## src/exec_pkg.sv

```systemverilog
package exec_pkg;

	// Operation decoded from one instruction word
	typedef enum logic [4:0] {
		OP_AND,
		OP_OR,
		OP_XOR,
		OP_NOR,
		OP_ADDU,
		OP_SUBU,
		OP_SLTU,
		OP_SLT,
		OP_SLL,
		OP_SRL,
		OP_SRA,
		OP_SLLV,
		OP_SRLV,
		OP_SRAV,
		OP_MULT,
		OP_MULTU,
		OP_DIV,
		OP_DIVU,
		OP_MFHI,
		OP_MFLO,
		OP_MTHI,
		OP_MTLO,
		OP_BEQ,
		OP_BNE,
		OP_BLEZ,
		OP_BGTZ,
		OP_BLTZ,
		OP_BGEZ,
		OP_JR,
		OP_ILLEGAL
	} alu_op_t;

	// Block that answers a request
	typedef enum logic [1:0] {
		UNIT_ALU,
		UNIT_HILO_RD,
		UNIT_MULDIV,
		UNIT_HILO_WR
	} unit_t;

	typedef struct packed {
		logic [31:0] instr;
		logic [31:0] rs_val;
		logic [31:0] rt_val;
	} exec_in_t;

	typedef struct packed {
		alu_op_t     op;
		unit_t       unit;
		logic [31:0] a;		// rs value
		logic [31:0] b;		// rt value
		logic [4:0]  shamt;
	} exec_req_t;

	typedef struct packed {
		logic [31:0] hi;
		logic [31:0] lo;
	} hilo_t;

	typedef struct packed {
		logic [31:0] value;
		logic        zero;
		logic        illegal;
	} exec_result_t;

endpackage
```

## src/exec_unit_top.sv

```systemverilog
`timescale 1ns/1ps

module exec_unit_top import exec_pkg::*; (
	input  logic         clk,
	input  logic         rst,
	input  logic         in_valid,
	input  exec_in_t     in,
	output logic         out_valid,
	output exec_result_t out,
	output logic         busy
);

	logic        req_valid;
	exec_req_t   req;
	logic [31:0] alu_y;
	hilo_t       hilo;

	exec_decode u_decode (
		.clk       (clk),
		.rst       (rst),
		.in_valid  (in_valid),
		.in        (in),
		.req_valid (req_valid),
		.req       (req)
	);

	alu_core u_alu (
		.req   (req),
		.alu_y (alu_y)
	);

	muldiv_unit u_muldiv (
		.clk       (clk),
		.rst       (rst),
		.req_valid (req_valid),
		.req       (req),
		.hilo      (hilo),
		.busy      (busy)
	);

	exec_result_stage u_result (
		.clk       (clk),
		.rst       (rst),
		.req_valid (req_valid),
		.req       (req),
		.alu_y     (alu_y),
		.hilo      (hilo),
		.out_valid (out_valid),
		.out       (out)
	);

endmodule

```

## src/exec_result_stage.sv

```systemverilog
`timescale 1ns/1ps

module exec_result_stage import exec_pkg::*; (
	input  logic         clk,
	input  logic         rst,
	input  logic         req_valid,
	input  exec_req_t    req,
	input  logic [31:0]  alu_y,
	input  hilo_t        hilo,
	output logic         out_valid,
	output exec_result_t out
);

	logic [31:0] value;
	logic        has_result;

	// Result source
	always_comb begin
		if (req.unit == UNIT_HILO_RD)
			value = (req.op == OP_MFHI) ? hilo.hi : hilo.lo;
		else
			value = alu_y;
	end

	// MULDIV and HI/LO writes stay silent
	assign has_result = (req.unit != UNIT_MULDIV) & (req.unit != UNIT_HILO_WR);

	always_ff @(posedge clk) begin
		if (rst)
			out_valid <= 1'b0;
		else
			out_valid <= req_valid & has_result;
		if (req_valid) begin
			out.value   <= value;
			out.zero    <= (value == 32'd0);
			out.illegal <= (req.op == OP_ILLEGAL);
		end
	end

endmodule

```

## src/muldiv_unit.sv

```systemverilog
`timescale 1ns/1ps

module muldiv_unit import exec_pkg::*; (
	input  logic      clk,
	input  logic      rst,
	input  logic      req_valid,
	input  exec_req_t req,
	output hilo_t     hilo,
	output logic      busy
);

	typedef enum logic [1:0] {
		MD_IDLE,
		MD_RUN,
		MD_FIX
	} md_state_t;

	md_state_t   state;
	logic [4:0]  cnt;
	logic [63:0] acc;		// {hi, lo} working pair
	logic [31:0] opnd;		// Multiplicand or divisor magnitude
	logic        is_div;
	logic        neg_q;		// Negate product or quotient
	logic        neg_r;		// Negate remainder
	logic        dz;		// Divide by zero
	logic        start;
	logic        signed_op;
	logic        start_div;
	logic [31:0] mag_a;
	logic [31:0] mag_b;
	logic [63:0] acc_init;

	// One shift-add or restoring divide step
	function automatic logic [63:0] md_step(input logic [63:0] cur, input logic [31:0] m,
			input logic div);
		logic [32:0] s;
		logic [33:0] d;
		begin
			if (div) begin
				d = {1'b0, cur[63:31]} - {2'b00, m};
				if (d[33])
					md_step = {cur[62:0], 1'b0};
				else
					md_step = {d[31:0], cur[30:0], 1'b1};
			end else begin
				s = {1'b0, cur[63:32]} + (cur[0] ? {1'b0, m} : 33'd0);
				md_step = {s, cur[31:1]};
			end
		end
	endfunction

	assign start     = req_valid & (req.unit == UNIT_MULDIV) & (state == MD_IDLE);
	assign signed_op = (req.op == OP_MULT) | (req.op == OP_DIV);
	assign start_div = (req.op == OP_DIV) | (req.op == OP_DIVU);
	assign mag_a     = (signed_op & req.a[31]) ? -req.a : req.a;
	assign mag_b     = (signed_op & req.b[31]) ? -req.b : req.b;
	assign acc_init  = start_div ? {32'd0, mag_a} : {32'd0, mag_b};

	assign busy = (state != MD_IDLE) | (req_valid & (req.unit == UNIT_MULDIV));

	always_ff @(posedge clk) begin
		if (rst) begin
			state   <= MD_IDLE;
			hilo.hi <= 32'd0;
			hilo.lo <= 32'd0;
		end else begin
			case (state)
				MD_IDLE: begin
					if (start) begin
						state <= MD_RUN;	// First step happens here
						cnt   <= 5'd30;
						acc   <= md_step(acc_init, start_div ? mag_b : mag_a, start_div);
						opnd  <= start_div ? mag_b : mag_a;
						is_div <= start_div;
						neg_q <= signed_op & (req.a[31] ^ req.b[31]);
						neg_r <= signed_op & req.a[31];
						dz    <= start_div & (req.b == 32'd0);
					end else if (req_valid && req.unit == UNIT_HILO_WR) begin
						if (req.op == OP_MTHI)
							hilo.hi <= req.a;
						else
							hilo.lo <= req.a;
					end
				end
				MD_RUN: begin
					acc <= md_step(acc, opnd, is_div);
					if (cnt == 5'd0)
						state <= MD_FIX;
					else
						cnt <= cnt - 5'd1;
				end
				MD_FIX: begin
					state <= MD_IDLE;
					if (is_div) begin
						hilo.hi <= neg_r ? -acc[63:32] : acc[63:32];
						hilo.lo <= dz ? 32'hffff_ffff : (neg_q ? -acc[31:0] : acc[31:0]);
					end else begin
						{hilo.hi, hilo.lo} <= neg_q ? -acc : acc;
					end
				end
				default: state <= MD_IDLE;
			endcase
		end
	end

endmodule

```

## src/alu_core.sv

```systemverilog
`timescale 1ns/1ps

module alu_core import exec_pkg::*; (
	input  exec_req_t   req,
	output logic [31:0] alu_y
);

	logic        taken;
	logic        a_neg;
	logic        a_zero;
	logic [4:0]  var_sh;
	logic [31:0] sum;
	logic [31:0] diff;

	assign a_neg  = req.a[31];
	assign a_zero = (req.a == 32'd0);
	assign var_sh = req.a[4:0];		// Only rs[4:0] counts
	assign sum    = req.a + req.b;
	assign diff   = req.a - req.b;

	// Branch condition
	always_comb begin
		case (req.op)
			OP_BEQ:  taken = (req.a == req.b);
			OP_BNE:  taken = (req.a != req.b);
			OP_BLEZ: taken = a_neg | a_zero;
			OP_BGTZ: taken = ~a_neg & ~a_zero;
			OP_BLTZ: taken = a_neg;
			OP_BGEZ: taken = ~a_neg;
			default: taken = 1'b0;
		endcase
	end

	always_comb begin
		case (req.op)
			OP_AND:  alu_y = req.a & req.b;
			OP_OR:   alu_y = req.a | req.b;
			OP_XOR:  alu_y = req.a ^ req.b;
			OP_NOR:  alu_y = ~(req.a | req.b);
			OP_ADDU: alu_y = sum;
			OP_SUBU: alu_y = diff;
			OP_SLTU: alu_y = {31'd0, req.a < req.b};
			OP_SLT:  alu_y = {31'd0, $signed(req.a) < $signed(req.b)};
			OP_SLL:  alu_y = req.b << req.shamt;
			OP_SRL:  alu_y = req.b >> req.shamt;
			OP_SRA:  alu_y = $signed(req.b) >>> req.shamt;	// Sign fill
			OP_SLLV: alu_y = req.b << var_sh;
			OP_SRLV: alu_y = req.b >> var_sh;
			OP_SRAV: alu_y = $signed(req.b) >>> var_sh;
			OP_BEQ,
			OP_BNE,
			OP_BLEZ,
			OP_BGTZ,
			OP_BLTZ,
			OP_BGEZ: begin
				// Zero result means the branch is taken
				alu_y = {31'd0, ~taken};
			end
			OP_JR:   alu_y = req.a;		// Target passes through
			default: alu_y = 32'd0;		// HI/LO ops and illegal
		endcase
	end

endmodule

```

## src/exec_decode.sv

```systemverilog
`timescale 1ns/1ps

module exec_decode import exec_pkg::*; (
	input  logic      clk,
	input  logic      rst,
	input  logic      in_valid,
	input  exec_in_t  in,
	output logic      req_valid,
	output exec_req_t req
);

	logic [5:0] opcode;
	logic [5:0] funct;
	logic [4:0] rt_field;
	alu_op_t    op;
	unit_t      unit;

	assign opcode   = in.instr[31:26];
	assign funct    = in.instr[5:0];
	assign rt_field = in.instr[20:16];

	always_comb begin
		op = OP_ILLEGAL;
		case (opcode)
			6'h00: begin		// SPECIAL, decoded by funct
				case (funct)
					6'h00: op = OP_SLL;
					6'h02: op = OP_SRL;
					6'h03: op = OP_SRA;
					6'h04: op = OP_SLLV;
					6'h06: op = OP_SRLV;
					6'h07: op = OP_SRAV;
					6'h08, 6'h09: op = OP_JR;	// JALR link is outside this stage
					6'h10: op = OP_MFHI;
					6'h11: op = OP_MTHI;
					6'h12: op = OP_MFLO;
					6'h13: op = OP_MTLO;
					6'h18: op = OP_MULT;
					6'h19: op = OP_MULTU;
					6'h1a: op = OP_DIV;
					6'h1b: op = OP_DIVU;
					6'h20, 6'h21: op = OP_ADDU;	// No overflow trap
					6'h22, 6'h23: op = OP_SUBU;
					6'h24: op = OP_AND;
					6'h25: op = OP_OR;
					6'h26: op = OP_XOR;
					6'h27: op = OP_NOR;
					6'h2a: op = OP_SLT;
					6'h2b: op = OP_SLTU;
					default: op = OP_ILLEGAL;
				endcase
			end
			6'h01: begin		// REGIMM
				if (rt_field == 5'd0)
					op = OP_BLTZ;
				else if (rt_field == 5'd1)
					op = OP_BGEZ;
			end
			6'h04: op = OP_BEQ;
			6'h05: op = OP_BNE;
			6'h06: op = OP_BLEZ;
			6'h07: op = OP_BGTZ;
			default: op = OP_ILLEGAL;
		endcase
	end

	always_comb begin
		case (op)
			OP_MULT, OP_MULTU, OP_DIV, OP_DIVU: unit = UNIT_MULDIV;
			OP_MFHI, OP_MFLO: unit = UNIT_HILO_RD;
			OP_MTHI, OP_MTLO: unit = UNIT_HILO_WR;
			default: unit = UNIT_ALU;
		endcase
	end

	always_ff @(posedge clk) begin
		if (rst)
			req_valid <= 1'b0;
		else
			req_valid <= in_valid;
		if (in_valid) begin
			req.op    <= op;
			req.unit  <= unit;
			req.a     <= in.rs_val;
			req.b     <= in.rt_val;
			req.shamt <= in.instr[10:6];
		end
	end

endmodule

```

## config.mk

```make
export PLATFORM = sky130hd
export DESIGN_NAME = exec_unit_top
export DESIGN_NICKNAME = d
export VERILOG_FILES = /design/src/exec_pkg.sv /design/src/exec_unit_top.sv /design/src/exec_result_stage.sv /design/src/muldiv_unit.sv /design/src/alu_core.sv /design/src/exec_decode.sv
export SDC_FILE = /design/constraint.sdc
export NUM_CORES = 2
export LEC_CHECK = 0
export ABC_AREA = 0
export BUFFER_PORTS_ARGS = -buffer_cell sky130_fd_sc_hd__buf_2
export CAP_MARGIN = 10
export CORE_MARGIN = 3
export CORE_UTILIZATION = 25
export CTS_BUF_LIST = sky130_fd_sc_hd__clkbuf_2
export DETAILED_ROUTE_END_ITERATION = 12
export GPL_TIMING_DRIVEN = 0
export PLACE_DENSITY = 0.4
export SLEW_MARGIN = 0
export SYNTH_ARGS = -nofsm -noshare
export SYNTH_HDL_FRONTEND = slang
export SYNTH_SLANG_ARGS = --single-unit
```

## constraint.sdc

```tcl
create_clock -name clk -period 9.65 [get_ports clk]
set_input_delay 1.93 -clock clk [delete_from_list [all_inputs] [get_ports clk]]
set_output_delay 1.93 -clock clk [all_outputs]
set_load 0.03 [all_outputs]
```

# --- After elaboration in Yosys (flattened, before gate mapping) ---
# Memory sizes are Yosys's and may differ from the RTL's. A register that Yosys moved wholly into a read port is not among the register bits.
# Index checks and enable logic that the tools add are counted.
totals:
  register_bits: 281
  mem_bits_ro: 384
  output_inout_bits: 36
  mem_count: 2
classes:
  add_sub_neg: 12
  magnitude_cmp: 2
  eq_ne: 48
  n_shift: 6
  n_mux: 35
  bitwise: 22
  reduce_logical: 19
mem_list:
  columns: ["memory", "words", "word_bits", "rd", "rd_ports_with_merged_regs", "wr", "line", "text"]
  rows:
  - ["(name not given)", 64, 5, 1, 0, 0, "exec_decode.sv:26", "case (funct)"]
  - ["(name not given)", 32, 2, 1, 1, 0, "exec_decode.sv:68", "case (op)"]
op_table:
  columns: ["cell", "count"]
  rows:
  - ["two-way mux 64 bit", 9]
  - ["one-hot mux 32 bit (16 select lines)", 1]
  - ["two-way mux 32 bit", 13]
  - ["one-hot mux 64 bit (2 select lines)", 2]
  - ["negation 32 bit", 4]
  - ["logical NOT 32 bit", 3]
  - ["subtractor 33 x 32 -> 34 bit", 2]
  - ["less-than comparator 32 bit", 2]
  - ["negation 64 bit", 1]
  - ["<< shifter 32 x 5 -> 32 bit", 2]
  - ["right shift 32 x 5 -> 32 bit", 2]
  - [">>> shifter 32 x 5 -> 32 bit", 2]
  - ["== test 5 bit, second input constant", 12]
  - ["== test 5 x 4 -> 1 bit, second input constant", 7]
  - ["adder 32 x 33 -> 33 bit", 1]
  - ["adder 32 x 33 -> 33 bit, first input constant", 1]
  - ["adder 32 bit", 1]
  - ["AND 32 bit", 1]
  - ["== test 32 bit", 1]
  - ["!= test 32 bit", 1]
  - ["NOT 32 bit", 1]
  - ["bitwise OR 32 bit", 1]
  - ["subtractor 32 bit", 1]
  - ["XOR 32 bit", 1]
  - ["other kinds (30)", 72]

# --- Depth between registers and ports, before layout ---
logic_depth:
  ltp_word: 10
  depth_mapped: 18
  depth_no_buf: 16

# --- Modules after synthesis ---
# A second synthesis with hierarchy kept.
hier_totals:
  cells_unflattened: 4027
  area_unflattened_um2: 32438.6
modules_own_cells:
  columns: ["module", "n_inst", "cells_per_inst", "area_per_inst_um2"]
  rows:
  - ["muldiv_unit", 1, 1842, 15519.9]
  - ["alu_core", 1, 1829, 12162.9]
  - ["exec_decode", 1, 153, 2810.2]
  - ["exec_result_stage", 1, 203, 1945.6]

# --- Worst setup path before layout ---
# OpenSTA, ideal clock, no wires.
synth_path:
  path_kind: "in2reg"
  start: "input rst"
  end: "register u_muldiv.cnt[0], enable pin"
  setup_time_ns: 0.320
  t_arrival_ns: 7.511
  path_slack_ns: 1.819
  stages: 3
  path_buffers: 1
  path_cell_list: "clkbuf_1 -> nor3b_1 -> o31a_1"
synth_between:
  elab_chain_len: 2
synth_lines:
  columns: ["item", "line", "text"]
  rows:
  - ["start: declaration", "exec_unit_top.sv:5", "input logic rst,"]
  - ["NOT 1 bit (no source line)", null, null]
  - ["AND reduction 4 bit (no source line)", null, null]
  - ["end signal: assignment", "muldiv_unit.sv:90", "cnt <= cnt - 5'd1;"]
  - ["end: declaration", "muldiv_unit.sv:19", "logic [4:0] cnt;"]
# Every way passes these cells.
# A chain may end at the register's enable or synchronous reset.

# --- Worst setup path after layout ---
layout_path:
  start: "register u_decode.req[12] (netlist name)"
  end: "register u_result.out[1] (netlist name)"
layout_between:
  elab_chain_len: 6
  word_cells_on_any_way: 21
  cone_classes: "add/sub: 2; order compare: 2; eq/ne: 2; shift: 6; mux: 3; bitwise: 5; reduce/logical: 1"
layout_lines:
  columns: ["item", "line", "text"]
  rows:
  - ["parallel branches: the longest is 3 deep, another holds subtractor 32 bit", null, null]
  - ["one-hot mux 32 bit (16 select lines) *", "alu_core.sv:35", "case (req.op)"]
  - ["two-way mux 32 bit *", "exec_result_stage.sv:19", "if (req.unit == UNIT_HILO_RD)"]
  - ["logical NOT 32 bit *", "exec_result_stage.sv:35", "out.zero <= (value == 32'd0);"]
# Every way passes the cells marked *.

==> run summary <==
CTS H-Tree Depth - 3
slowest cell on the critical path - edfxtp_1
clock-pin slew on the worst setup and hold paths - 110 ps
Final nets - 4,870
Total Power - 4.51 mW
Initial Util - 0.253
PostCTS Resize Cnt - 0
DR iter-0 viols - 5,621
drt first pass iters - 6
DR WL met3 - 23,000 microns
Yosys top cell area share - 0.196
non-filler cells, final - 6,416
Ys Warns - 0
antenna violations before repair - 19
P per Cell Area - 122 mW/mm^2
TritonCTS buffer count - 87
vias post-DR - 39,622
RSZ-0062 raised after global routing - no
count of different cell masters after synthesis - 107
grt total ovfl - 0
FF-to-FF Start - u_decode.req[12]$_DFFE_PP_
Min Clock Period, post-route - 9230 ps
detailed placement HPWL - 183,000 microns
clock sinks - 283
Critical Path Source - u_decode.req[12]$_DFFE_PP_
CTS Root Cell - clkbuf_2
CP dominant cell by count - clkbuf_1
DR top layer - met5
DIE HEIGHT - 369 microns
WHS Path Cells - 2
Final Cycle Share - 0.956
standard-cell rows - 132
Avg Cell Area, Syn - 7.57 sq um
setup repair bufs after CTS - 0
worst-path maximum fanout - 10
startpoint types - register
status - completed
IO buf count - 122
MaxCap Viol Count - 0
post-synth top area cell - edfxtp_1
GRT Total Usage - 0.324
Finished Cell Area - 0.0369 sq mm
layout cells sized above 1 - 0.0956
most frequent cells after synthesis - nor2_1, nand2_1, a21oi_1, o21ai_0, clkbuf_1
Leak Pwr - 14.1 nW
Synth Area in Simple Gates - 0.214
main combinational cell family by area after synthesis - compound AO/OA/AOI/OAI gates
largest net degree at the start of global routing - 53
hold_sp - u_muldiv.hilo[7]$_SDFFE_PP0P_
Layout area overhead - 12.2%
number of enable flip-flop cells after synthesis - 215
Cell Area, Placed - 0.0361 sq mm
most used flip-flop cell after synthesis - edfxtp_1
worst reg-to-reg path cell count - 16
Synth Area in XOR/XNOR - 0.0537
setup TNS - 0 ps
worst path required time - 10,940 ps
Worst setup EP type - register
clk_skew - 179 ps
critical path cell sequence - clkbuf_1 > inv_1 > ha_1 > clkbuf_1 > and3_1 > o2111a_1 > a21oi_1 > o41ai_2 > o311ai_0 > nor4b_1 > nor3_1 > nand3_1 > o31ai_1 > or4b_1 > or4_1 > nor2_1
routed len/inst - 35.8 microns
Placed Cells - 6,240
Area contributors post-synth - edfxtp_1, ha_1, a21oi_1
max frequency - 0.108 GHz
Synth Net Count - 4,632
Post-CTS Hold Buffers - 0
Least-Margin Pin Slew - 1440 ps
utilization after layout - 0.284
Core Footprint - 0.130 sq mm
Hold Violations, Final - 0
FFs w/ async S/R, synth - 0
Via density - 6.18
crit path DAT - 10,510 ps
post-synthesis register bit count - 283
sequential area share after synthesis - 0.237
Hold WS - 496 ps
worst-case clock buffer depth - 3
total die area - 0.136 sq mm
CTS tree - yes
Crit Path Class - register to register
# DRC - 0
Boundary Pins - 135
met2 wire len - 94,100 microns
fin worst setup slack - 425 ps
Final setup viols - 0
Routed WL - 230,000 microns
Post-Synth Adder-Cell Area - 0.0704
worst slack at placement - 967 ps
peak supply drop - 0.0000849 V
Synth Area in Compound Gates - 0.312
count leader, synth - nor2_1
Crit path largest cell delay - 1110 ps
post-synthesis mux area share - 0.0523
HP Class - register to register
Max Slew Vio Count - 0
Routed Antenna Nets - 0
vias in the first global route - 36,693
clk_lat worst skew - 1460 ps
met1 wire length - 95,500 microns
Synth Instances - 4,350
first-pass GRT wire length - 309,000 microns
Syn Std Cell Area - 0.0329 sq mm
Routability Congestion - 1.05
relative slew slack - 0.0300
chip width - 369 microns
cell families after synthesis:
group	count (synthesis)
simple gates	1493
fa+ha+maj	183
compound gates	1533
mux	161
buf+inv	495
flops	283
xor+xnor	202
final cells by class:
type                       count  area [sq um]
tap                         1742          2180
multi-input combinational   3572         23200
antenna                       18          45.0
inverter                     169           634
buffer                       326          1330
timing repair buffer         149           946
sequential                   283          7820
clock inverter                32           175
fill                       14696         93200
clock buffer                 125           626
power by group:
part           leakage (nW)  switching [mW]  internal [mW]
Sequential             2.56           0.136           1.38
Clock                 0.610           0.645          0.386
Combinational          10.9            1.44          0.527
layout by cell type, fill, tap and decap left out, drive strengths merged, types with 49 or more instances in the layout:
cell    instances
xnor2         140
clkbuf        363
nor2          452
a21o           54
nor3          109
nor4           49
o211ai         78
a21oi         370
nand2         423
xor2           62
nand2b        103
a211oi        170
a31oi          66
edfxtp        215
buf           237
dfxtp          68
mux2i         136
inv           168
ha            179
a22oi          91
nand3         134
o21ai         290
state kept, by name, summed over array words and instances, names as in the netlist:
signal	flops
u_muldiv.cnt	5
u_muldiv.is_div	1
u_result.out	34
u_decode.req	76
u_muldiv.neg_q	1
u_muldiv.acc	64
u_muldiv.hilo	64
u_result.out_valid	1
u_decode.req_valid	1
u_muldiv.state	2
u_muldiv.opnd	32
u_muldiv.dz	1
u_muldiv.neg_r	1
final timing paths:
path	end	slack (ps)
setup / recovery	u_result.out[1]$_DFFE_PP_	420
hold reg to reg	u_muldiv.hilo[7]$_SDFFE_PP0P_	500
setup reg to reg	u_result.out[1]$_DFFE_PP_	420
hold / removal	u_muldiv.hilo[7]$_SDFFE_PP0P_	500
worst max-delay path, delay by kind of cell, from the launching register on:
family          cells  cell delay, ps
compound gates      5            2750
buf+inv             3            2350
simple gates        7            2350
flops               1            1110
fa+ha+maj           1             570
routing by layer:
metal,GRT usage,up-vias
li1,-,16904
met3,0.0754,634
met1,0.431,19476
met2,0.467,2602
met5,0,-
met4,0.206,6
Power figures use the tool's default switching activity.
